### src/hw/row_accum_pkg.sv
package row_accum_pkg;

    // ------------------------------
    // Widths and bank geometry
    // ------------------------------

    // Partial product value, wraps on overflow
    localparam int VAL_W      = 32;
    localparam int ROW_W      = 16;
    // Column splits into bank and slot
    localparam int COL_W      = 8;

    localparam int NBANK      = 4;
    localparam int BANK_DEPTH = 64;
    localparam int BANK_W     = 2;
    localparam int SLOT_W     = 6;

    // ------------------------------
    // Types
    // ------------------------------

    typedef logic [VAL_W-1:0]  val_t;
    typedef logic [ROW_W-1:0]  row_t;

    // Upper BANK_W bits pick the bank, lower SLOT_W bits the slot
    typedef logic [COL_W-1:0]  col_t;

    typedef logic [BANK_W-1:0] bank_t;
    typedef logic [SLOT_W-1:0] slot_t;

    // One occupancy bit per slot of a bank
    typedef logic [BANK_DEPTH-1:0] bitmap_t;

    // Input side states
    // FILL accepts elements, START kicks the merge, MERGE waits for it
    typedef enum logic [1:0] {
        FILL  = 2'd0,
        START = 2'd1,
        MERGE = 2'd2
    } fill_state_t;

endpackage

### src/hw/accum_write_if.sv
`timescale 1ns/1ps

interface accum_write_if;

    // Write strobe, one element per cycle at most
    logic                 wr_en;
    // Target column, bank in the upper bits
    row_accum_pkg::col_t  wr_col;
    // Value to insert or add
    row_accum_pkg::val_t  wr_val;

    // Input side drives the writes
    modport fill (
        output wr_en,
        output wr_col,
        output wr_val
    );

    // Bank store always takes them
    modport store (
        input  wr_en,
        input  wr_col,
        input  wr_val
    );

endinterface

### src/hw/row_fill_ctrl.sv
`timescale 1ns/1ps

module row_fill_ctrl (
    input  logic                 clk,
    input  logic                 rst_n,
    input  logic                 in_valid,
    output logic                 in_ready,
    input  row_accum_pkg::row_t  in_row,
    input  row_accum_pkg::col_t  in_col,
    input  row_accum_pkg::val_t  in_val,
    input  logic                 in_last,
    accum_write_if.fill          wr,
    output logic                 merge_start,
    input  logic                 merge_done
);

    row_accum_pkg::fill_state_t state;
    row_accum_pkg::row_t        cur_row;
    // Set while no element of the current row has been taken
    logic                       first;
    logic                       row_change;
    logic                       accept;

    // ------------------------------
    // Handshake and writes
    // ------------------------------

    // Different row waits outside until the merge is through
    assign row_change = !first && (in_row != cur_row);

    assign in_ready = (state == row_accum_pkg::FILL) && in_valid && !row_change;
    assign accept   = in_valid && in_ready;

    // Accepted element goes to the store in the same cycle
    assign wr.wr_en  = accept;
    assign wr.wr_col = in_col;
    assign wr.wr_val = in_val;

    // One cycle kick for the output side
    assign merge_start = (state == row_accum_pkg::START);

    // ------------------------------
    // Row tracking and FSM
    // ------------------------------

    always_ff @(posedge clk or negedge rst_n) begin
        if (!rst_n) begin
            state   <= row_accum_pkg::FILL;
            cur_row <= '0;
            first   <= 1'b1;
        end else begin
            case (state)
                row_accum_pkg::FILL: begin
                    if (accept) begin
                        cur_row <= in_row;
                        first   <= 1'b0;
                    end
                    // Row ends on a tagged last element or on a new row showing up
                    if ((accept && in_last) || (in_valid && row_change)) begin
                        state <= row_accum_pkg::START;
                    end
                end
                row_accum_pkg::START: begin
                    state <= row_accum_pkg::MERGE;
                end
                row_accum_pkg::MERGE: begin
                    if (merge_done) begin
                        state <= row_accum_pkg::FILL;
                        // Next element opens a fresh row
                        first <= 1'b1;
                    end
                end
                default: begin
                    state <= row_accum_pkg::FILL;
                end
            endcase
        end
    end

    // Merge may only finish a row that this side handed over
    a_done_in_merge: assert property (
        @(posedge clk) disable iff (!rst_n)
        merge_done |-> (state == row_accum_pkg::MERGE)
    );

endmodule

### src/flat_wrapper.sv
// flat-port wrapper written by rule: the top's interface ports become plain ports
module row_fill_ctrl_flat 
  (clk, rst_n, in_valid, in_ready, in_row, in_col, in_val, in_last, merge_start, merge_done, wr_wr_en, wr_wr_col, wr_wr_val);
  accum_write_if wr_i ();
  input  logic clk;
  input  logic rst_n;
  input  logic in_valid;
  output logic in_ready;
  input  row_accum_pkg::row_t in_row;
  input  row_accum_pkg::col_t in_col;
  input  row_accum_pkg::val_t in_val;
  input  logic in_last;
  output logic merge_start;
  input  logic merge_done;
  output wire logic [$bits(wr_i.wr_en)-1:0] wr_wr_en;
  output wire logic [$bits(wr_i.wr_col)-1:0] wr_wr_col;
  output wire logic [$bits(wr_i.wr_val)-1:0] wr_wr_val;
  assign wr_wr_en = wr_i.wr_en;
  assign wr_wr_col = wr_i.wr_col;
  assign wr_wr_val = wr_i.wr_val;
  row_fill_ctrl u_core (.clk(clk), .rst_n(rst_n), .in_valid(in_valid), .in_ready(in_ready), .in_row(in_row), .in_col(in_col), .in_val(in_val), .in_last(in_last), .wr(wr_i), .merge_start(merge_start), .merge_done(merge_done));
endmodule
### config.mk
export PLATFORM = sky130hd
export DESIGN_NAME = row_fill_ctrl_flat
export DESIGN_NICKNAME = d
export VERILOG_FILES = /design/src/hw/row_accum_pkg.sv /design/src/hw/accum_write_if.sv /design/src/hw/row_fill_ctrl.sv /design/src/flat_wrapper.sv
export SDC_FILE = /design/constraint.sdc
export NUM_CORES = 1
export LEC_CHECK = 0
export ABC_CLOCK_PERIOD_IN_PS = 3700
export BUFFER_PORTS_ARGS = -buffer_cell sky130_fd_sc_hd__buf_2
export CORE_ASPECT_RATIO = 0.9
export CORE_UTILIZATION = 42
export DETAILED_ROUTE_END_ITERATION = 10
export PLACE_DENSITY_LB_ADDON = 0.08
export SYNTH_ARGS = -nofsm -noshare
export SYNTH_HDL_FRONTEND = slang
export SYNTH_SLANG_ARGS = --single-unit
### constraint.sdc
create_clock -name clk -period 3.7 [get_ports clk]
set_input_delay 0.185 -clock clk [delete_from_list [all_inputs] [get_ports clk]]
set_output_delay 0.185 -clock clk [all_outputs]
set_load 0.005 [all_outputs]
Word level (Yosys, flattened, before mapping)
Cells that the tools add are included.
Word-level totals
  bits in registers: 19
  input port bits: 61
  output and inout port bits: 43
  word-level logic and storage cells: 29
Cells by class
  equality and inequality tests: 6
  muxes and demuxes: 6
  reduce and logical (&&, ||, !) cells: 14
Operators with widths (number)
  16-bit != test: 1
  1-bit logical AND: 6
  2-bit one-hot mux with 3 select lines: 1
  2-bit two-way mux: 2
  2-bit != test, second input constant: 2
  2-bit AND reduction: 2
  3-bit AND reduction: 1
  2-bit by 1-bit equality test with 1-bit output, second input constant: 1
  2-bit equality test, second input constant: 1
  1-bit logical NOT: 2
  2-bit logical NOT: 1
  1-bit two-way mux: 2
  2-bit by 1-bit != test with 1-bit output, second input constant: 1
  1-bit one-hot mux with 2 select lines: 1
  2-bit nonzero test: 1
  1-bit logical OR: 1

Longest topological paths before layout
  depth in word-level cells: 9
  depth in mapped cells: 7
  gate-level depth less buffers: 5

Worst setup path before layout
No wires, ideal clock.
  kind: register -> register
  from: register u_core.cur_row[10]
  to: register u_core.cur_row[10]
  library setup time: 0.125 ns
  data arrival time: 1.678 ns
  required time: 3.575 ns
  setup slack: 1.896 ns
  stages on the path, launching flop included: 8
  path buffers: 2
  period minus slack after synthesis: 1.804 ns
  path through: dfrtp_1 xnor2_1 nand4_1 nor4_2 o21a_1 buf_6 buf_12 mux2_4
On the way
  cells in the longest elaborated chain, start to end: 6
Ends and longest elaborated chain
  start: declaration: RTL line row_fill_ctrl.sv:18  | row_accum_pkg::row_t cur_row;
  start signal: assignment: RTL line row_fill_ctrl.sv:55  | cur_row <= in_row;
  16-bit != test: RTL line row_fill_ctrl.sv:29  | assign row_change = !first && (in_row != cur_row);
  1-bit logical AND: RTL line row_fill_ctrl.sv:29
  1-bit logical NOT: RTL line row_fill_ctrl.sv:31  | assign in_ready = (state == row_accum_pkg::FILL) && in_valid && !row_change;
  1-bit logical AND: RTL line row_fill_ctrl.sv:31
  1-bit logical AND: RTL line row_fill_ctrl.sv:32  | assign accept = in_valid && in_ready;
  via wr_wr_en: RTL line flat_wrapper.sv:15  | output wire logic [$bits(wr_i.wr_en)-1:0] wr_wr_en;
  2-bit AND reduction (no line)
The timed path passes the listed nets, and every way through them passes these cells.
A chain may end at the register's enable or synchronous reset.

Worst setup path in the final report
  from: register u_core.cur_row[0]
  to: output wr_wr_en
On the way
  cells in the longest elaborated chain, start to end: 5
Ends and longest elaborated chain (RTL line)
  16-bit != test: row_fill_ctrl.sv:29
  1-bit logical AND: row_fill_ctrl.sv:29
  1-bit logical NOT: row_fill_ctrl.sv:31
  1-bit logical AND: row_fill_ctrl.sv:31
  1-bit logical AND: row_fill_ctrl.sv:32
  end: declaration: flat_wrapper.sv:15
No other way between the ends.

==> impl_metrics.env <==
export IMPL_p_per_area_nw_per_um2=695.8
export IMPL_clk_path_buf_depth=2
export IMPL_synth_nets=172
export IMPL_crit_fanout=17
export IMPL_drive_gt1_frac=0.4536
export IMPL_end_kind="output port"
export IMPL_hold_path_class="in2reg"
export IMPL_drv_cap=0
export IMPL_finalWirelength_um=1806
export IMPL_cts_setup_buffers=0
export IMPL_n_antenna_cell=0
export IMPL_fmaxAchievable_mhz=393.2
export IMPL_ys_warn_count=0
export IMPL_min_period_ps=2543
export IMPL_crit_slowest_cell="o21a_1"
export IMPL_dp_hpwl_um=1414
export IMPL_slew_headroom=0.4154
export IMPL_grt_overflow_total=0
export IMPL_p_leak_nw=0.5007
export IMPL_ys_types=16
export IMPL_cts_clk_slew_worst_paths_ps=100
export IMPL_synth_area_leaders="dfrtp_1 (36%), buf_4 (24%), xnor2_1 (11%)"
export IMPL_die_y_um=54.09
export IMPL_power_mw=0.7904
export IMPL_ys_seq_elements=19
export IMPL_finalCritPeriodShare=0.6873
export IMPL_core_um2=2793
export IMPL_io_buffer_count=23
export IMPL_rows=18
export IMPL_vias=636
export IMPL_dp_cells=132
export IMPL_synth_top_area_frac=0.3557
export IMPL_layout_common_cells="buf_2 (23), dfrtp_1 (18), xnor2_1 (16), mux2_4 (9), mux2_2 (7)"
export IMPL_syn_inst=111
export IMPL_yosysTopAreaCell="dfrtp_1"
export IMPL_finalMaxSlewViolations=0
export IMPL_crit_chain="xnor2_1, nand4_1, nor4_2, o21a_1, buf_2"
export IMPL_holdWs_ps=105.5
export IMPL_ioPinCount=104
export IMPL_dieArea_um2=3239
export IMPL_post_cts_resized=0
export IMPL_cts_root_buffer="clkbuf_4"
export IMPL_ys_seq_area_frac=0.3765
export IMPL_status="completed"
export IMPL_gp_congestion=0.6783
export IMPL_insertion_delay_ps=290
export IMPL_rsz0062_at_grt="no"
export IMPL_grt_pass1_vias=611
export IMPL_post_drt_wl_per_cell_um=13.18
export IMPL_worstPathArrival_ps=2360
export IMPL_drtAntennaViolNets=0
export IMPL_layout_commonest_cell="buf_2"
export IMPL_cts_buffers=3
export IMPL_slowest_delay_ps=740
export IMPL_pre_cts_ws_ps=1324
export IMPL_setup_viol=0
export IMPL_grt_pass1_wl_um=2718
export IMPL_clock_skew_ps=3.389
export IMPL_worst_pin_slew_ps=876.9
export IMPL_vdd_ir_drop_max_v=0.0002576
export IMPL_fin_ws_ps=1157
export IMPL_htree_levels=1
export IMPL_worst_setup_path_type="reg2out"
export IMPL_drc=0
export IMPL_die_w_um=59.88
export IMPL_syn_mean_instance_area_um2=11.41
export IMPL_nFillCells=300
export IMPL_grtUsageTotal=0.1197
export IMPL_final_cells=137
export IMPL_final_nets=159
export IMPL_area_growth_pct=-10.28
export IMPL_cts_sinks=19
export IMPL_cts_tree="yes"
export IMPL_hold_viol=0
export IMPL_dr_pass1_iters=4
export IMPL_cp_required_ps=3510
export IMPL_setup_tns_ps=0
export IMPL_antenna_found_initial=0
export IMPL_cp_start_kind="register"
export IMPL_synthesis_area_um2=1266
export IMPL_grt_max_degree=20
export IMPL_drt_initial_drc_count=6
export IMPL_initial_utilization=0.4534
export IMPL_vias_per_cell=4.642
## metal layers
layer / global-route usage / wire length, um / up-vias
met5: 0 / 0 / -
met4: 0.04651 / 48 / 0
met3: 0.06971 / 222 / 10
met2: 0.1796 / 759 / 45
met1: 0.1405 / 774 / 285
li1: - / - / 296
## kinds of logic after synthesis
kind of cell | Yosys count | share of synthesized area
buffers and inverters | 43 | 0.2648
flip-flops | 19 | 0.3765
XOR/XNOR | 16 | 0.1107
multiplexers | 16 | 0.1690
AND/OR/NAND/NOR | 11 | 0.04742
AO/OA/AOI/OAI | 6 | 0.03162
## critical path: cells and delay by family, from the launching register on
family	cells	cell delay, ps
AO/OA/AOI/OAI	1	740
XOR/XNOR	1	170
AND/OR/NAND/NOR	2	520
flip-flops	1	400
buffers and inverters	1	240
## cell usage after synthesis
cell	number
mux2_2	7
nor2_1	5
nand4_1	4
dfstp_2	1
xnor2_1	16
a21o_1	1
buf_12	1
mux2_4	9
nor4_2	1
o21a_1	3
dfrtp_1	18
nand2_1	1
inv_1	1
buf_6	1
buf_4	40
a21oi_1	2
## layout make-up
type / count / area (um^2) / area share
sequential: 19 / 476.7 / 0.4196
multi-input combinational: 49 / 454.2 / 0.3998
timing repair buffer: 24 / 125.1 / 0.1101
tap: 40 / 50.05 / 0.04405
clock buffer: 4 / 26.28 / 0.02313
inverter: 1 / 3.754 / 0.003304
## stage by stage
step	cell area (um^2)	utilization
finish	1136	0.4068
global route	1136	0.4068
CTS	1136	0.4068
detailed placement	1100	0.3938
global placement	1100	0.3938
floorplan	1266	-
## repair_timing
item,in CTS,in global routing
endpoints found under the hold margin,18,0
hold buffers,1,0
setup endpoints to repair,0,0
## flip-flops by register name, summed over array words and instances, names as in the netlist
register,flops
u_core.first,1
u_core.cur_row,16
u_core.state,2
## final timing paths
kind | from | endpoint | slack [ps] | depth (start not counted)
min | in_last | u_core.state[0]$_DFFE_PN0P_ | 110 | 2
max in group asynchronous | rst_n | u_core.first$_DFFE_PN1P_ | 3010 | 2
min in group asynchronous | rst_n | u_core.cur_row[4]$_DFFE_PN0P_ | 360 | 2
max reg2reg | u_core.cur_row[0]$_DFFE_PN0P_ | u_core.cur_row[11]$_DFFE_PN0P_ | 1350 | 5
max | u_core.cur_row[0]$_DFFE_PN0P_ | wr_wr_en | 1160 | 5
min reg2reg | u_core.cur_row[14]$_DFFE_PN0P_ | u_core.cur_row[14]$_DFFE_PN0P_ | 540 | 1
## report_power, final
group | internal, mW | switching, mW | total (mW)
logic | 0.205 | 0.0995 | 0.304
clock network | 0.0419 | 0.0595 | 0.101
registers | 0.313 | 0.0718 | 0.385
No activity file was read; power rests on OpenSTA's default activity.
