## src/hw/row_accum_pkg.sv

```systemverilog
package row_accum_pkg;

    // ------------------------------
    // Widths and bank geometry
    // ------------------------------

    // Partial product value, wraps on overflow
    localparam int VAL_W      = 32;
    localparam int ROW_W      = 16;
    // Column splits into bank and slot
    localparam int COL_W      = 8;

    localparam int NBANK      = 4;
    localparam int BANK_DEPTH = 64;
    localparam int BANK_W     = 2;
    localparam int SLOT_W     = 6;

    // ------------------------------
    // Types
    // ------------------------------

    typedef logic [VAL_W-1:0]  val_t;
    typedef logic [ROW_W-1:0]  row_t;

    // Upper BANK_W bits pick the bank, lower SLOT_W bits the slot
    typedef logic [COL_W-1:0]  col_t;

    typedef logic [BANK_W-1:0] bank_t;
    typedef logic [SLOT_W-1:0] slot_t;

    // One occupancy bit per slot of a bank
    typedef logic [BANK_DEPTH-1:0] bitmap_t;

    // Input side states
    // FILL accepts elements, START kicks the merge, MERGE waits for it
    typedef enum logic [1:0] {
        FILL  = 2'd0,
        START = 2'd1,
        MERGE = 2'd2
    } fill_state_t;

endpackage

```

## src/hw/accum_read_if.sv

```systemverilog
`timescale 1ns/1ps

interface accum_read_if;

    // Occupancy of every bank, straight from the store
    row_accum_pkg::bitmap_t  bitmap [row_accum_pkg::NBANK];
    // Slot the merge is looking at
    row_accum_pkg::col_t     rd_col;
    // Combinational read of that slot
    row_accum_pkg::val_t     rd_val;
    // Drop the occupancy bit of rd_col at the next edge
    logic                    clr_en;

    // Store side
    modport store (
        output bitmap,
        output rd_val,
        input  rd_col,
        input  clr_en
    );

    // Merge side
    modport merge (
        input  bitmap,
        input  rd_val,
        output rd_col,
        output clr_en
    );

endinterface

```

## src/hw/sorted_merge_out.sv

```systemverilog
`timescale 1ns/1ps

module sorted_merge_out (
    input  logic                 clk,
    input  logic                 rst_n,
    input  logic                 merge_start,
    output logic                 merge_done,
    accum_read_if.merge          rd,
    output logic                 out_valid,
    input  logic                 out_ready,
    output row_accum_pkg::val_t  out_val,
    output row_accum_pkg::col_t  out_col,
    output logic                 out_last,
    output logic                 row_done
);

    logic                    active;
    row_accum_pkg::bank_t    bank_ptr;
    // High for one cycle after the final transfer of a row
    logic                    done_q;

    row_accum_pkg::bitmap_t  cur_bits;
    row_accum_pkg::slot_t    slot;
    logic                    has_bits;
    logic                    only_bit;
    logic                    higher_busy;
    logic                    last_bank;
    logic                    xfer;

    // Lowest set bit, so slots leave in ascending order
    function automatic row_accum_pkg::slot_t lowest_set(input row_accum_pkg::bitmap_t b);
        row_accum_pkg::slot_t idx;
        idx = '0;
        for (int i = row_accum_pkg::BANK_DEPTH - 1; i >= 0; i--) begin
            if (b[i]) begin
                idx = row_accum_pkg::slot_t'(i);
            end
        end
        return idx;
    endfunction

    // ------------------------------
    // Bitmap scan
    // ------------------------------

    assign cur_bits  = rd.bitmap[bank_ptr];
    assign has_bits  = |cur_bits;
    assign slot      = lowest_set(cur_bits);
    // Clearing the lowest bit leaves nothing behind
    assign only_bit  = ((cur_bits & (cur_bits - row_accum_pkg::bitmap_t'(1))) == '0);
    assign last_bank = (bank_ptr == row_accum_pkg::bank_t'(row_accum_pkg::NBANK - 1));

    always_comb begin
        higher_busy = 1'b0;
        for (int b = 0; b < row_accum_pkg::NBANK; b++) begin
            if ((b > int'(bank_ptr)) && (rd.bitmap[b] != '0)) begin
                higher_busy = 1'b1;
            end
        end
    end

    // ------------------------------
    // Output stream
    // ------------------------------

    assign out_valid = active && has_bits;
    assign out_col   = {bank_ptr, slot};
    assign out_val   = rd.rd_val;
    assign out_last  = out_valid && only_bit && !higher_busy;
    assign rd.rd_col = out_col;

    assign xfer      = out_valid && out_ready;
    assign rd.clr_en = xfer;

    assign merge_done = done_q;
    assign row_done   = done_q;

    always_ff @(posedge clk or negedge rst_n) begin
        if (!rst_n) begin
            active   <= 1'b0;
            bank_ptr <= '0;
            done_q   <= 1'b0;
        end else begin
            done_q <= 1'b0;
            if (merge_start) begin
                active   <= 1'b1;
                bank_ptr <= '0;
            end else if (active) begin
                if (xfer && out_last) begin
                    active <= 1'b0;
                    done_q <= 1'b1;
                end else if (!has_bits) begin
                    // Empty bank, one cycle to step past it
                    if (last_bank) begin
                        active <= 1'b0;
                        done_q <= 1'b1;
                    end else begin
                        bank_ptr <= bank_ptr + row_accum_pkg::bank_t'(1);
                    end
                end
            end
        end
    end

    // Stalled entry holds until the sink takes it
    a_out_stable: assert property (
        @(posedge clk) disable iff (!rst_n)
        (out_valid && !out_ready) |=> (out_valid && $stable(out_col) && $stable(out_val))
    );

endmodule

```

## src/flat_wrapper.sv

```systemverilog
// flat-port wrapper written by rule: the top's interface ports become plain ports
module sorted_merge_out_flat 
  (clk, rst_n, merge_start, merge_done, out_valid, out_ready, out_val, out_col, out_last, row_done, rd_bitmap, rd_rd_val, rd_rd_col, rd_clr_en);
  accum_read_if rd_i ();
  input  logic clk;
  input  logic rst_n;
  input  logic merge_start;
  output logic merge_done;
  output logic out_valid;
  input  logic out_ready;
  output row_accum_pkg::val_t out_val;
  output row_accum_pkg::col_t out_col;
  output logic out_last;
  output logic row_done;
  input wire logic [$bits(rd_i.bitmap)-1:0] rd_bitmap;
  input wire logic [$bits(rd_i.rd_val)-1:0] rd_rd_val;
  output wire logic [$bits(rd_i.rd_col)-1:0] rd_rd_col;
  output wire logic [$bits(rd_i.clr_en)-1:0] rd_clr_en;
  assign rd_i.bitmap = {>>{rd_bitmap}};
  assign rd_i.rd_val = rd_rd_val;
  assign rd_rd_col = rd_i.rd_col;
  assign rd_clr_en = rd_i.clr_en;
  sorted_merge_out u_core (.clk(clk), .rst_n(rst_n), .merge_start(merge_start), .merge_done(merge_done), .rd(rd_i), .out_valid(out_valid), .out_ready(out_ready), .out_val(out_val), .out_col(out_col), .out_last(out_last), .row_done(row_done));
endmodule
```

## config.mk

```make
export PLATFORM = sky130hd
export DESIGN_NAME = sorted_merge_out_flat
export DESIGN_NICKNAME = d
export VERILOG_FILES = /design/src/hw/row_accum_pkg.sv /design/src/hw/accum_read_if.sv /design/src/hw/sorted_merge_out.sv /design/src/flat_wrapper.sv
export SDC_FILE = /design/constraint.sdc
export NUM_CORES = 1
export LEC_CHECK = 0
export BUFFER_PORTS_ARGS = -buffer_cell sky130_fd_sc_hd__clkbuf_2
export CAP_MARGIN = 25
export CELL_PAD_IN_SITES_DETAIL_PLACEMENT = 1
export CELL_PAD_IN_SITES_GLOBAL_PLACEMENT = 1
export CORE_UTILIZATION = 24
export DETAILED_ROUTE_END_ITERATION = 7
export GPL_ROUTABILITY_DRIVEN = 0
export PLACE_DENSITY_LB_ADDON = 0.1
export SETUP_SLACK_MARGIN = 0.1
export SLEW_MARGIN = 20
export SYNTH_ARGS = -nofsm -noshare
export SYNTH_HDL_FRONTEND = slang
export SYNTH_SLANG_ARGS = --single-unit
```

## constraint.sdc

```tcl
create_clock -name clk -period 4.24 [get_ports clk]
set_clock_uncertainty 0.15 [all_clocks]
set_input_delay 0.636 -clock clk [delete_from_list [all_inputs] [get_ports clk]]
set_output_delay 0.636 -clock clk [all_outputs]
set_load 0.05 [all_outputs]
```

# ---- Yosys cells after proc, flatten, opt, wreduce, memory -nomap -nowiden
# Index checks and enable logic that the tools add are counted.
dict set report word_totals {
  register_bits 4
  inputBits 292
  out_inout_bits 53
  word_cells 116
}
dict set report op_classes {
  add_sub_neg 2
  n_lt_le_gt_ge 4
  n_eq_ne 4
  muxes 85
  bitwise 2
  reduce_logical 16
}
# op count
set op_table {}
lappend op_table {{$mux W6} 64}
lappend op_table {{$reduce_bool A64 Y1} 3}
lappend op_table {{$bmux W64 S2} 1}
lappend op_table {{$mux W64} 2}
lappend op_table {{$and A64 B64 Y64} 1}
lappend op_table {{$logic_not A64 Y1} 1}
lappend op_table {{$reduce_or A64 Y1} 1}
lappend op_table {{$sub A64 B1 Y64 const B} 1}
lappend op_table {{$mux W1} 13}
lappend op_table {{$mux W2} 5}
lappend op_table {{$logic_and A1 B1 Y1} 8}
lappend op_table {{$ne A2 B2 Y1 const B} 3}
lappend op_table {{$gt A2 B2 Y1 const A} 2}
lappend op_table {{$reduce_and A4 Y1} 1}
lappend op_table {{$ge A3 B3 Y1 const B} 1}
lappend op_table {{$not A2 Y3} 1}
lappend op_table {{$add A2 B1 Y2 const B} 1}
lappend op_table {{$eq A2 B2 Y1 const B} 1}
lappend op_table {{$gt A1 B2 Y1 const A} 1}
lappend op_table {{$reduce_bool A2 Y1} 1}
lappend op_table {{$logic_not A1 Y1} 1}

# ---- Logic depth before layout (Yosys ltp)
# Gate-level depths: netlist of run 1.
dict set report logic_depth {
  word_depth 68
  depth_mapped 15
  ltp_nobuf 10
}

# ---- Worst setup path after synthesis of run 1
# OpenSTA, ideal clock, no wires.
dict set report synth_timing {
  kind {flip-flop to output port}
  start {reg u_core.bank_ptr[0]}
  end {out rd_rd_col[2]}
  t_arrival_ns 4.481
  t_required_ns 3.454
  slack_ns -1.027
  stages_incl_launch_ff 16
  n_path_buf 5
  cell_sequence {dfrtp_1 buf_6 buf_6 buf_6 buf_6 mux4_2 or4_1 a21o_1 a31oi_1 o21ai_0 a21oi_1 o21ai_0 a21oi_1 o21ai_0 a21oi_1 buf_4}
}
dict set report synth_via {
  elab_chain_len 68
}
# item line_no
set synth_lines {}
lappend synth_lines {{start: declaration} sorted_merge_out.sv:18} ;# row_accum_pkg::bank_t bank_ptr;
lappend synth_lines {{start signal: assignment} sorted_merge_out.sv:98} ;# bank_ptr <= bank_ptr + row_accum_pkg::bank_t'(1);
lappend synth_lines {{$not A2 Y3 (not written as such) *} sorted_merge_out.sv:46} ;# assign cur_bits = rd.bitmap[bank_ptr];
lappend synth_lines {{$bmux W64 S2 *} sorted_merge_out.sv:46}
lappend synth_lines {{$mux W64 (not written as such) * (2 in series)} sorted_merge_out.sv:46}
lappend synth_lines {{$mux W6 (63 in series)} sorted_merge_out.sv:35} ;# if (b[i]) begin
lappend synth_lines {{$mux W6 *} sorted_merge_out.sv:35}
lappend synth_lines {{end: declaration} flat_wrapper.sv:17} ;# output wire logic [$bits(rd_i.rd_col)-1:0] rd_rd_col;
# Every way passes the cells marked *; elsewhere a longest branch is shown, timed or not. The select of a mux whose other input is x is not followed.

# ---- Final worst setup path of run 1
dict set report layout_timing {
  start {reg u_core.bank_ptr[0]}
  end {out out_last}
}
dict set report layout_via {
  elab_chain_len 9
  word_cells_on_any_way 21
  classes_between {add/sub (1); order compare (3); mux (6); bitwise (2); reduce/logical (9)}
}
# item line_no
set layout_lines {}
lappend layout_lines {{$not A2 Y3 (not written as such)} sorted_merge_out.sv:46}
lappend layout_lines {{$bmux W64 S2} sorted_merge_out.sv:46}
lappend layout_lines {{$mux W64 (not written as such) (2 in series)} sorted_merge_out.sv:46}
lappend layout_lines {{$sub A64 B1 Y64} sorted_merge_out.sv:50} ;# assign only_bit = ((cur_bits & (cur_bits - row_accum_pkg::bitmap_t'(1))) == '0);
lappend layout_lines {{$and A64 B64 Y64} sorted_merge_out.sv:50}
lappend layout_lines {{$logic_not A64 Y1} sorted_merge_out.sv:50}
lappend layout_lines {{$logic_and A1 B1 Y1} sorted_merge_out.sv:69} ;# assign out_last = out_valid && only_bit && !higher_busy;
lappend layout_lines {{$logic_and A1 B1 Y1 *} sorted_merge_out.sv:69}
lappend layout_lines {{end: declaration} flat_wrapper.sv:13} ;# output logic out_last;
# Marked as above.

==> out/metrics.csv, run 1 <==
stage,metric,value,unit
critical_path,R2R depth,11,
floorplanning,Row Count,47,
finish,post-route cell area,7790,sq um
route,Initial DRT Pass Iterations,4,
sta,crit share post-route,1.13,
yosys,Post-synth EDFFs,0,
outcome,status,"complete, but fails checks",
outcome,failing checks,negative setup slack,
sta,Slew @ Worst Pin,0.794,ns
critical_path,crit path max fanout,10,
clock_tree,Hold Buf Count CTS,0,
sta,Post-Route Setup TNS,-1.64,ns
placed_design,Port Buf Inserts,280,
power_and_ir_drop,power per cell area,93.9,nW/um^2
sta,Worst slew margin,0.457,
critical_path,slowest library cell on the worst path,or4_4,
route,Initial DRC Count,458,
yosys,sequential-to-total area share from yosys stat,0.0243,
placed_design,pre-CTS setup slack,-0.524,ns
clock_tree,CTS tree,yes,
clock_tree,CTS root buf,clkbuf_16,
yosys,Yosys Warn Count,0,
floorplanning,core area,16600,sq um
floorplanning,die area,17700,sq um
route,Met2 Wirelength,14300,um
yosys,"flops & latches, synth",4,
clock_tree,Max Buffers Root-to-Sink,2,
min_path,Worst Hold Class,in -> async,
grt,initial antenna violation count,0,
clock_tree,"Reg clk slew, reported paths",0.03,ns
yosys,Mean Syn Cell Area,8.85,sq um
yosys,Cell variety after synth,65,
grt,first-pass GRT wire length,43900,um
finish,n_diodes,0,
yosys,Synth async-reset ratio,1.00,
clock_tree,CTS H-tree lvls,1,
power_and_ir_drop,leak pwr,3.41,nW
placed_design,DP Area,7260,sq um
finish,final instance count without filler cells,1146,
grt,Global Route Usage Sum,0.335,
finish,synth-to-layout area growth,89.3,%
sta,"Setup violations, final",6,
yosys,"Top FF cell, synth",dfrtp_1,
sta,Pins Over Slew Limit,0,
critical_path,kind of end point of the critical path,output pin,
critical_path,Worst Path Arrival,3.99,ns
floorplanning,I/O pins,345,
route,ANT nets after route,0,
route,vias post-DR,6510,
critical_path,WS Path Type,reg -> out,
power_and_ir_drop,Peak supply drop,0.149,mV
critical_path,flop2flop setup slack,0.01,ns
route,top routing layer used,met4,
route,met1 wire length,11900,um
yosys,Post-Syn Area,4120,sq um
route,WL met3,2340,um
critical_path,critical path depth,10,
run,Max-cap violations,0,
yosys,"Net Count, Synth",760,
route,final WL,29900,um
floorplanning,chip width,133,um
critical_path,"CP delay by family, top",simple AND/OR/NAND/NOR gates,
floorplanning,initial core utilization,0.247,
critical_path,crit-path max cell delay,0.58,ns
route,Vias/cell,5.68,
finish,nets,1223,
clock_tree,worst skew pair latency,0.23,ns
critical_path,Buffers & Inverters on Critical Path,2,
route,Remaining DRCs,0,
critical_path,CP startpoint kind,flop,
critical_path,Critical Path RT,3.45,ns
clock_tree,TritonCTS buffer count,3,
grt,vias in the first global route,7166,
sta,Max Clk Rate,209,MHz
route,wire length per cell,26.1,um
finish,share of cells above drive strength 1,0.704,
sta,Final min period,4.78,ns
yosys,Cells after Synth,465,
finish,Final Util,0.468,
sta,RSZ-0062 raised after global routing,yes,
placed_design,Cells after DPL,1128,
placed_design,post-DP HPWL,27000,um
sta,Fin. Hold Viols,0,
sta,setup slack after layout,-0.539,ns
critical_path,crit-path cells,"buf_12, mux4_2, or4_4, or4_4, or3_1, o32a_1, a221oi_2, nand4_1, nor2_4, buf_12",
floorplanning,Die H,133,um
grt,largest net degree at the start of global routing,22,
clock_tree,CTS sink count,4,
grt,grt ovf,0,
-- through the flow --
stage	total power (W)	hold slack [ns]
2_1_floorplan	0.000292	0.190
4_1_cts	0.000713	0.0727
6_report	0.000732	0.0748
5_1_grt	0.000766	0.0755
3_5_place_dp	0.000552	0.309
3_3_place_gp	0.000542	0.318
-- what timing repair did --
| action | in CTS | in global routing |
|---|---|---|
| gates cloned | 1 | 0 |
| resized for setup | 50 | 32 |
| endpoints found under the setup margin | 11 | 15 |
| buffers inserted | 8 | 7 |
| pin swaps | 8 | 13 |
-- path summary, 6_finish.rpt --
check                                        start            endpoint
min in group clk                       merge_start  u_core.bank_ptr[1]
worst min-delay path                         rst_n  u_core.bank_ptr[0]
worst min register to register       u_core.active   u_core.merge_done
worst max-delay path            u_core.bank_ptr[0]            out_last
max in group asynchronous                    rst_n  u_core.bank_ptr[1]
worst max register to register  u_core.bank_ptr[0]       u_core.active
-- where the power goes --
group                     switching, W  leakage (nW)   total, W  internal (W)
logic                         0.000271          3.32   0.000544      0.000274
registers      0.000000000000000000114        0.0470  0.0000384     0.0000384
clock network                0.0000284        0.0370   0.000149      0.000121
-- registers in the layout, summed over array words and instances (netlist names) --
register and flops:
u_core.active 1, u_core.bank_ptr 2, u_core.merge_done 1
-- cells by family after synthesis --
| group | synth area share |
|---|---|
| AO/OA/AOI/OAI | 0.167 |
| XOR/XNOR | 0.00213 |
| adder cells (fa/ha/maj) | 0.0164 |
| buffers and inverters | 0.113 |
| flip-flops | 0.0243 |
| multiplexers | 0.353 |
| AND/OR/NAND/NOR | 0.324 |
-- synthesized netlist by cell type (all sizes together) (3+ instances only) --
cell type	count	area, sq um
nand4	19	125
o21ai	23	115
inv	15	56.3
a31oi	3	18.8
nand3	4	20.0
o31ai	10	75.1
buf	51	392
maj3	3	30.0
nand2b	8	50.1
mux4	64	1440
nor4	67	493
a21oi	20	100
o22ai	3	18.8
o21bai	3	22.5
o32ai	3	26.3
dfrtp	4	100
a22oi	3	22.5
a211o	3	26.3
o211ai	4	30.0
or3	7	43.8
nor3	13	65.1
ha	3	37.5
nor2b	3	18.8
nor2	45	171
clkbuf	5	18.8
nand2	16	60.1
or4	11	97.6
or2	15	93.8
a2111oi	3	26.3
-- placed cells by master, fill, tap and decap left out, drive strengths merged, types with 2 or more instances in the layout --
| cell type | n |
|---|---|
| o211ai | 4 |
| nand3 | 4 |
| maj3 | 3 |
| nor4 | 67 |
| nand3b | 2 |
| nor3 | 13 |
| nand2b | 8 |
| nor2b | 3 |
| o21ai | 23 |
| clkbuf | 270 |
| o31ai | 10 |
| dfrtp | 4 |
| a31oi | 3 |
| a22oi | 3 |
| inv | 15 |
| o21a | 2 |
| mux4 | 64 |
| a221o | 2 |
| a211o | 3 |
| a2111oi | 3 |
| nor2 | 45 |
| or3 | 7 |
| nand2 | 16 |
| o2111ai | 2 |
| o21bai | 3 |
| nor4b | 2 |
| o32ai | 3 |
| nand4b | 2 |
| or4 | 11 |
| o41ai | 2 |
| o221ai | 2 |
| ha | 3 |
| o22ai | 3 |
| nand4 | 19 |
| a21oi | 20 |
| or2 | 15 |
| buf | 247 |
| a222oi | 2 |
-- per-layer routing --
metal  up-vias  global-route usage
met5         -                   0
met4         0               0.132
met3        66              0.0747
met2       360               0.560
met1      3217               0.416
li1       2867                   -
-- layout make-up --
type / count / area (sq um)
Clock buffer: 3 / 75.1
Inverter: 15 / 56.3
Multi-Input combinational cell: 390 / 3870
Tap cell: 220 / 275
Fill cell: 2022 / 8850
Timing Repair Buffer: 514 / 3410
Sequential cell: 4 / 105
No activity file was read; power rests on OpenSTA's default activity.
==> inputs of run 2 (changes only) <==
Settings changed: CTS_CLUSTER_DIAMETER set to 200, SETUP_SLACK_MARGIN 0.1 to not set.
==> out/metrics.csv, run 2 (synthesis results as in run 1) <==
stage,metric,value,unit,change
placed_design,Port Buf Inserts,280,,unchanged
outcome,status,"complete, but fails checks",,
power_and_ir_drop,sequential power share,0.052,,about the same
floorplanning,Row Count,47,,unchanged
route,Initial DRC Count,471,,+2.8%
route,wire length per cell,25.8,um,-0.88%
sta,Worst slew margin,0.461,,+0.00347
clock_tree,"Reg clk slew, reported paths",0.04,ns,about the same
critical_path,crit path max fanout,8,,-2
grt,first-pass GRT wire length,43500,um,-0.83%
sta,Pins Over Slew Limit,0,,unchanged
clock_tree,CTS tree,yes,,
route,Remaining DRCs,0,,unchanged
power_and_ir_drop,Tot Pwr,0.000737,W,+0.73%
clock_tree,Max Buffers Root-to-Sink,2,,unchanged
route,Initial DRT Pass Iterations,5,,+1
floorplanning,core area,16600,sq um,unchanged
clock_tree,CTS H-tree lvls,1,,unchanged
finish,nets,1222,,-0.082%
sta,Fin. Hold Viols,0,,unchanged
critical_path,flop2flop setup slack,-0.03,ns,-0.04 ns
floorplanning,die area,17700,sq um,unchanged
min_path,Worst Hold Class,in -> async,,
sta,crit share post-route,1.14,,+0.0151
placed_design,post-DP HPWL,26600,um,-1.4%
clock_tree,Hold Buf Count CTS,0,,unchanged
critical_path,crit-path max cell delay,0.61,ns,+0.03 ns
critical_path,R2R depth,11,,unchanged
sta,setup slack after layout,-0.603,ns,-0.0640 ns
floorplanning,initial core utilization,0.247,,unchanged
grt,grt ovf,0,,unchanged
critical_path,slowest library cell on the worst path,or4_4,,
finish,Layout fillers,2092,,+3.5%
route,final WL,29600,um,-0.88%
finish,share of cells above drive strength 1,0.703,,-0.00108
critical_path,worst r2r src,u_core.bank_ptr[0],,
critical_path,CP startpoint kind,flop,,
sta,Max Clk Rate,206,MHz,-1.3%
critical_path,Critical Path RT,3.45,ns,about the same
floorplanning,I/O pins,345,,unchanged
clock_tree,worst skew pair latency,0.23,ns,about the same
power_and_ir_drop,logic gate share of total power,0.732,,-0.012
clock_tree,CTS root buf,clkbuf_16,,
sta,Hold WS,0.0807,ns,+0.00588 ns
finish,most frequent cells in the layout,"clkbuf_2, buf_4, mux4_2",,
sta,Post-Route Setup TNS,-1.66,ns,-0.0220 ns
outcome,failing checks,negative setup slack,,
finish,max reg flops,2,,unchanged
sta,Slew @ Worst Pin,0.789,ns,-0.00507 ns
power_and_ir_drop,power per cell area,95.4,nW/um^2,+1.6%
run,Max-cap violations,0,,unchanged
floorplanning,Die H,133,um,unchanged
critical_path,kind of end point of the critical path,output pin,,
clock_tree,TritonCTS buffer count,3,,unchanged
critical_path,crit-path cells,"buf_12, mux4_2, or4_4, nand4b_1, or4_4, or3_4, a221oi_2, nand4_1, nor2_4, buf_12",,
sta,"Setup violations, final",8,,+2
grt,vias in the first global route,7241,,+1.0%
sta,RSZ-0062 raised after global routing,yes,,
finish,most flop-heavy register,u_core.bank_ptr,,
critical_path,WS Path Type,reg -> out,,
power_and_ir_drop,Peak supply drop,0.0869,mV,-42%
route,Vias/cell,5.69,,+0.20%
power_and_ir_drop,Clock power frac,0.216,,+0.012
clock_tree,CTS sink count,4,,unchanged
finish,"most common cell after layout, fill and taps aside",clkbuf_2,,
floorplanning,chip width,133,um,unchanged
route,vias post-DR,6523,,+0.20%
grt,largest net degree at the start of global routing,28,,+27%
critical_path,Worst Path Arrival,4.06,ns,+0.07 ns
route,ANT nets after route,0,,unchanged
grt,initial antenna violation count,0,,unchanged
sta,Final min period,4.84,ns,+0.0640 ns
finish,n_diodes,0,,unchanged
finish,synth-to-layout area growth,87.8,%,
grt,Global Route Usage Sum,0.333,,-0.00194
critical_path,RR Endpoint,u_core.active,,
power_and_ir_drop,leak pwr,3.40,nW,-0.36%
power_and_ir_drop,switching share of power,0.412,,+0.00324
power_and_ir_drop,P_int,0.000434,W,+0.18%
power_and_ir_drop,P_sw,0.000304,W,+1.5%
==> run 2: final cells by class <==
| type | count | area [sq um] | share of cell area |
|---|---|---|---|
| Tap cell | 220 | 275 | 0.0356 |
| Timing Repair Buffer | 513 | 3390 | 0.438 |
| Sequential cell | 4 | 105 | 0.0136 |
| Clock buffer | 4 | 78.8 | 0.0102 |
| Multi-Input combinational cell | 390 | 3820 | 0.495 |
| Inverter | 15 | 56.3 | 0.00729 |
==> run 2: per-stage QoR <==
step	setup WS (ns)	cell area [sq um]	util	std cells
floorplan	-0.302	4320	-	465
global placement	-0.625	7230	0.435	1123
detailed placement	-0.611	7230	0.435	1123
CTS	-0.508	7660	0.460	1143
global route	-0.692	7730	0.464	1146
finish	-0.603	7730	0.464	1146
==> run 2: how the worst max path moves through the flow <==
| stage | endpoint | startpoint | slack [ns] |
|---|---|---|---|
| 2_1_floorplan | out_last | u_core.bank_ptr[0] | -0.30 |
| 3_3_place_gp | out_last | rd_bitmap[183] | -0.62 |
| 3_5_place_dp | out_last | rd_bitmap[95] | -0.61 |
| 4_1_cts | out_last | u_core.bank_ptr[0] | -0.51 |
| 5_1_grt | out_last | u_core.bank_ptr[0] | -0.69 |
| 6_report | out_last | u_core.bank_ptr[0] | -0.60 |
==> run 2: power by group through the flow <==
stage,clock [W],sequential (W),combinational [W]
2_1_floorplan,0,0.0000389,0.000253
3_3_place_gp,0,0.0000389,0.000503
3_5_place_dp,0,0.0000389,0.000512
4_1_cts,0.000160,0.0000384,0.000526
5_1_grt,0.000163,0.0000384,0.000567
6_report,0.000159,0.0000384,0.000540
==> run 2: repair_timing <==
item                       in CTS  in global routing
buffers inserted               16                  3
hold endpoints to repair        0                  0
pin swaps                      14                 11
resized for setup              42                 15
setup endpoints to repair      12                 15
gates cloned                    1                  0
==> run 2: critical path: cells and delay by family (launching register included) <==
kind / cells / cell delay, ns
flops: 1 / 0.47
compound gates: 1 / 0.26
mux: 1 / 0.52
simple gates: 6 / 2.26
buf+inv: 2 / 0.30
==> run 2: layer usage <==
layer	global-route usage	wire length, um	up-vias
met1	0.412	11700	3219
li1	-	-	2866
met3	0.0759	2370	79
met4	0.135	1240	0
met2	0.556	14300	359
met5	0	0	-
==> inputs of run 3 (changes only) <==
Settings changed: PLACE_DENSITY_LB_ADDON 0.1 to 0.08.
==> out/metrics.csv, run 3 (synthesis results as in run 1) <==
stage,metric,value,unit,change
outcome,status,"complete, but fails checks",,
outcome,failing checks,negative setup slack,,
grt,grt ovf,0,,unchanged
critical_path,Worst Path Arrival,4.00,ns,-0.06 ns
critical_path,worst r2r src,u_core.bank_ptr[0],,
sta,setup slack after layout,-0.545,ns,+0.0579 ns
grt,M1 GR Usage,0.418,,+0.00611
placed_design,post-DP HPWL,26800,um,+0.66%
sta,Final min period,4.78,ns,-0.0579 ns
critical_path,kind of end point of the critical path,output pin,,
finish,synth-to-layout area growth,86.5,%,
clock_tree,TritonCTS buffer count,3,,unchanged
critical_path,crit path max fanout,4,,-4
clock_tree,Max Buffers Root-to-Sink,2,,unchanged
critical_path,CP startpoint,u_core.bank_ptr[0],,
critical_path,R2R depth,18,,+7
critical_path,flop2flop setup slack,-0.50,ns,-0.47 ns
grt,GRT busiest layer,met2,,
power_and_ir_drop,switching share of power,0.411,,-0.00122
placed_design,Port Buf Inserts,280,,unchanged
floorplanning,die area,17700,sq um,unchanged
power_and_ir_drop,logic gate share of total power,0.737,,+0.005
grt,vias in the first global route,7057,,-2.5%
route,Initial DRT Pass Iterations,5,,unchanged
finish,most frequent cells in the layout,"clkbuf_2, buf_4, mux4_2",,
finish,max reg flops,2,,unchanged
sta,Fin. Hold Viols,0,,unchanged
finish,share of cells above drive strength 1,0.699,,-0.00357
critical_path,WS Path Type,reg -> out,,
grt,Global Route Usage Sum,0.330,,-0.00263
sta,RSZ-0062 raised after global routing,yes,,
power_and_ir_drop,leak pwr,3.34,nW,-1.7%
floorplanning,Row Count,47,,unchanged
power_and_ir_drop,P_int,0.000426,W,-1.7%
critical_path,RR Endpoint,u_core.active,,
critical_path,CP startpoint kind,flop,,
sta,Max Clk Rate,209,MHz,+1.2%
sta,Pins Over Slew Limit,0,,unchanged
sta,Hold WS,0.0601,ns,-0.0206 ns
floorplanning,I/O pins,345,,unchanged
clock_tree,"Reg clk slew, reported paths",0.03,ns,about the same
clock_tree,CTS tree,yes,,
grt,first-pass GRT wire length,43700,um,+0.28%
sta,crit share post-route,1.13,,-0.0137
power_and_ir_drop,sequential power share,0.053,,about the same
finish,n_diodes,0,,unchanged
clock_tree,CTS H-tree lvls,1,,unchanged
power_and_ir_drop,Clock power frac,0.210,,-0.006
finish,most flop-heavy register,u_core.bank_ptr,,
route,Initial DRC Count,465,,-1.3%
clock_tree,Hold Buf Count CTS,0,,unchanged
floorplanning,core area,16600,sq um,unchanged
power_and_ir_drop,Tot Pwr,0.000723,W,-1.9%
floorplanning,chip width,133,um,unchanged
power_and_ir_drop,P_sw,0.000297,W,-2.2%
grt,largest net degree at the start of global routing,24,,-14%
run,Max-cap violations,0,,unchanged
finish,"most common cell after layout, fill and taps aside",clkbuf_2,,
sta,"Setup violations, final",10,,+2
grt,initial antenna violation count,0,,unchanged
finish,nets,1211,,-0.90%
power_and_ir_drop,Peak supply drop,0.155,mV,+79%
grt,met2 global-route usage,0.573,,+0.0172
finish,Layout fillers,2065,,-1.3%
route,Vias/cell,5.80,,+1.9%
floorplanning,Die H,133,um,unchanged
critical_path,Critical Path RT,3.45,ns,about the same
route,final WL,30000,um,+1.2%
route,Remaining DRCs,0,,unchanged
grt,M3 GR Usage,0.0594,,-0.0165
min_path,Worst Hold Class,in -> async,,
clock_tree,CTS root buf,clkbuf_16,,
route,vias post-DR,6583,,+0.92%
clock_tree,CTS sink count,4,,unchanged
route,wire length per cell,26.4,um,+2.2%
critical_path,CP endpoint,out_last,,
sta,Post-Route Setup TNS,-3.06,ns,-1.40 ns
clock_tree,worst skew pair latency,0.23,ns,about the same
sta,Worst slew margin,0.362,,-0.0988
route,ANT nets after route,0,,unchanged
sta,Slew @ Worst Pin,0.933,ns,+0.144 ns
floorplanning,initial core utilization,0.247,,unchanged
power_and_ir_drop,power per cell area,94.2,nW/um^2,-1.2%
-- run 3: power by group through the flow --
| stage | Sequential (W) | Combinational (W) | Clock [W] |
|---|---|---|---|
| after floorplan | 0.0000389 | 0.000253 | 0 |
| after global placement | 0.0000389 | 0.000490 | 0 |
| after detailed placement | 0.0000389 | 0.000499 | 0 |
| after CTS | 0.0000384 | 0.000509 | 0.000154 |
| after global routing | 0.0000384 | 0.000557 | 0.000156 |
| final | 0.0000384 | 0.000533 | 0.000152 |
-- run 3: metrics by stage --
stage | util | std cells | setup slack (ns) | instance area (sq um)
2_1_floorplan | - | 465 | -0.302 | 4320
3_3_place_gp | 0.426 | 1107 | -0.410 | 7090
3_5_place_dp | 0.426 | 1107 | -0.479 | 7090
4_1_cts | 0.450 | 1125 | -0.496 | 7480
5_1_grt | 0.461 | 1135 | -0.704 | 7680
6_report | 0.461 | 1135 | -0.545 | 7680
-- run 3: worst min-delay path by stage --
| stage | start | endpoint | slack [ns] | cells after the start |
|---|---|---|---|---|
| 6_report | rst_n | u_core.bank_ptr[0] | 0.06 | 1 |
| 5_1_grt | rst_n | u_core.bank_ptr[0] | 0.07 | 1 |
| 4_1_cts | rst_n | u_core.bank_ptr[0] | 0.06 | 1 |
| 3_5_place_dp | rst_n | u_core.merge_done | 0.30 | 1 |
| 3_3_place_gp | rst_n | u_core.merge_done | 0.30 | 1 |
| 2_1_floorplan | rst_n | u_core.active | 0.19 | 0 |
-- run 3: worst max-delay path, stage by stage (launching register included) --
cell	delay [ns]
dfrtp_4	0.54
buf_6	0.16
buf_12	0.12
mux4_2	0.48
or4_4	0.54
or4_4	0.52
or3_1	0.33
o32a_1	0.30
a221oi_2	0.23
nand4_1	0.19
nor2_4	0.20
buf_12	0.15
-- run 3: metal layers --
layer	routed length (um)	part of all wire
met5	0	0
met4	950	0.032
met3	2740	0.092
met2	14800	0.49
met1	11500	0.38
-- run 3: what timing repair did --
item                                    CTS  global route
endpoints found under the setup margin   13            15
buffers inserted                         14            11
resized for setup                        39            39
hold endpoints to repair                  0             0
cloned                                    1             1
pin swaps                                13            25
-- run 3: final cells by class --
class	count	area, sq um	share of cell area
clock buffers	4	78.8	0.0103
inverters	15	56.3	0.00733
multi-input cells	391	3860	0.503
flip-flops and latches	4	105	0.0137
well taps	220	275	0.0359
repair buffers	501	3300	0.430
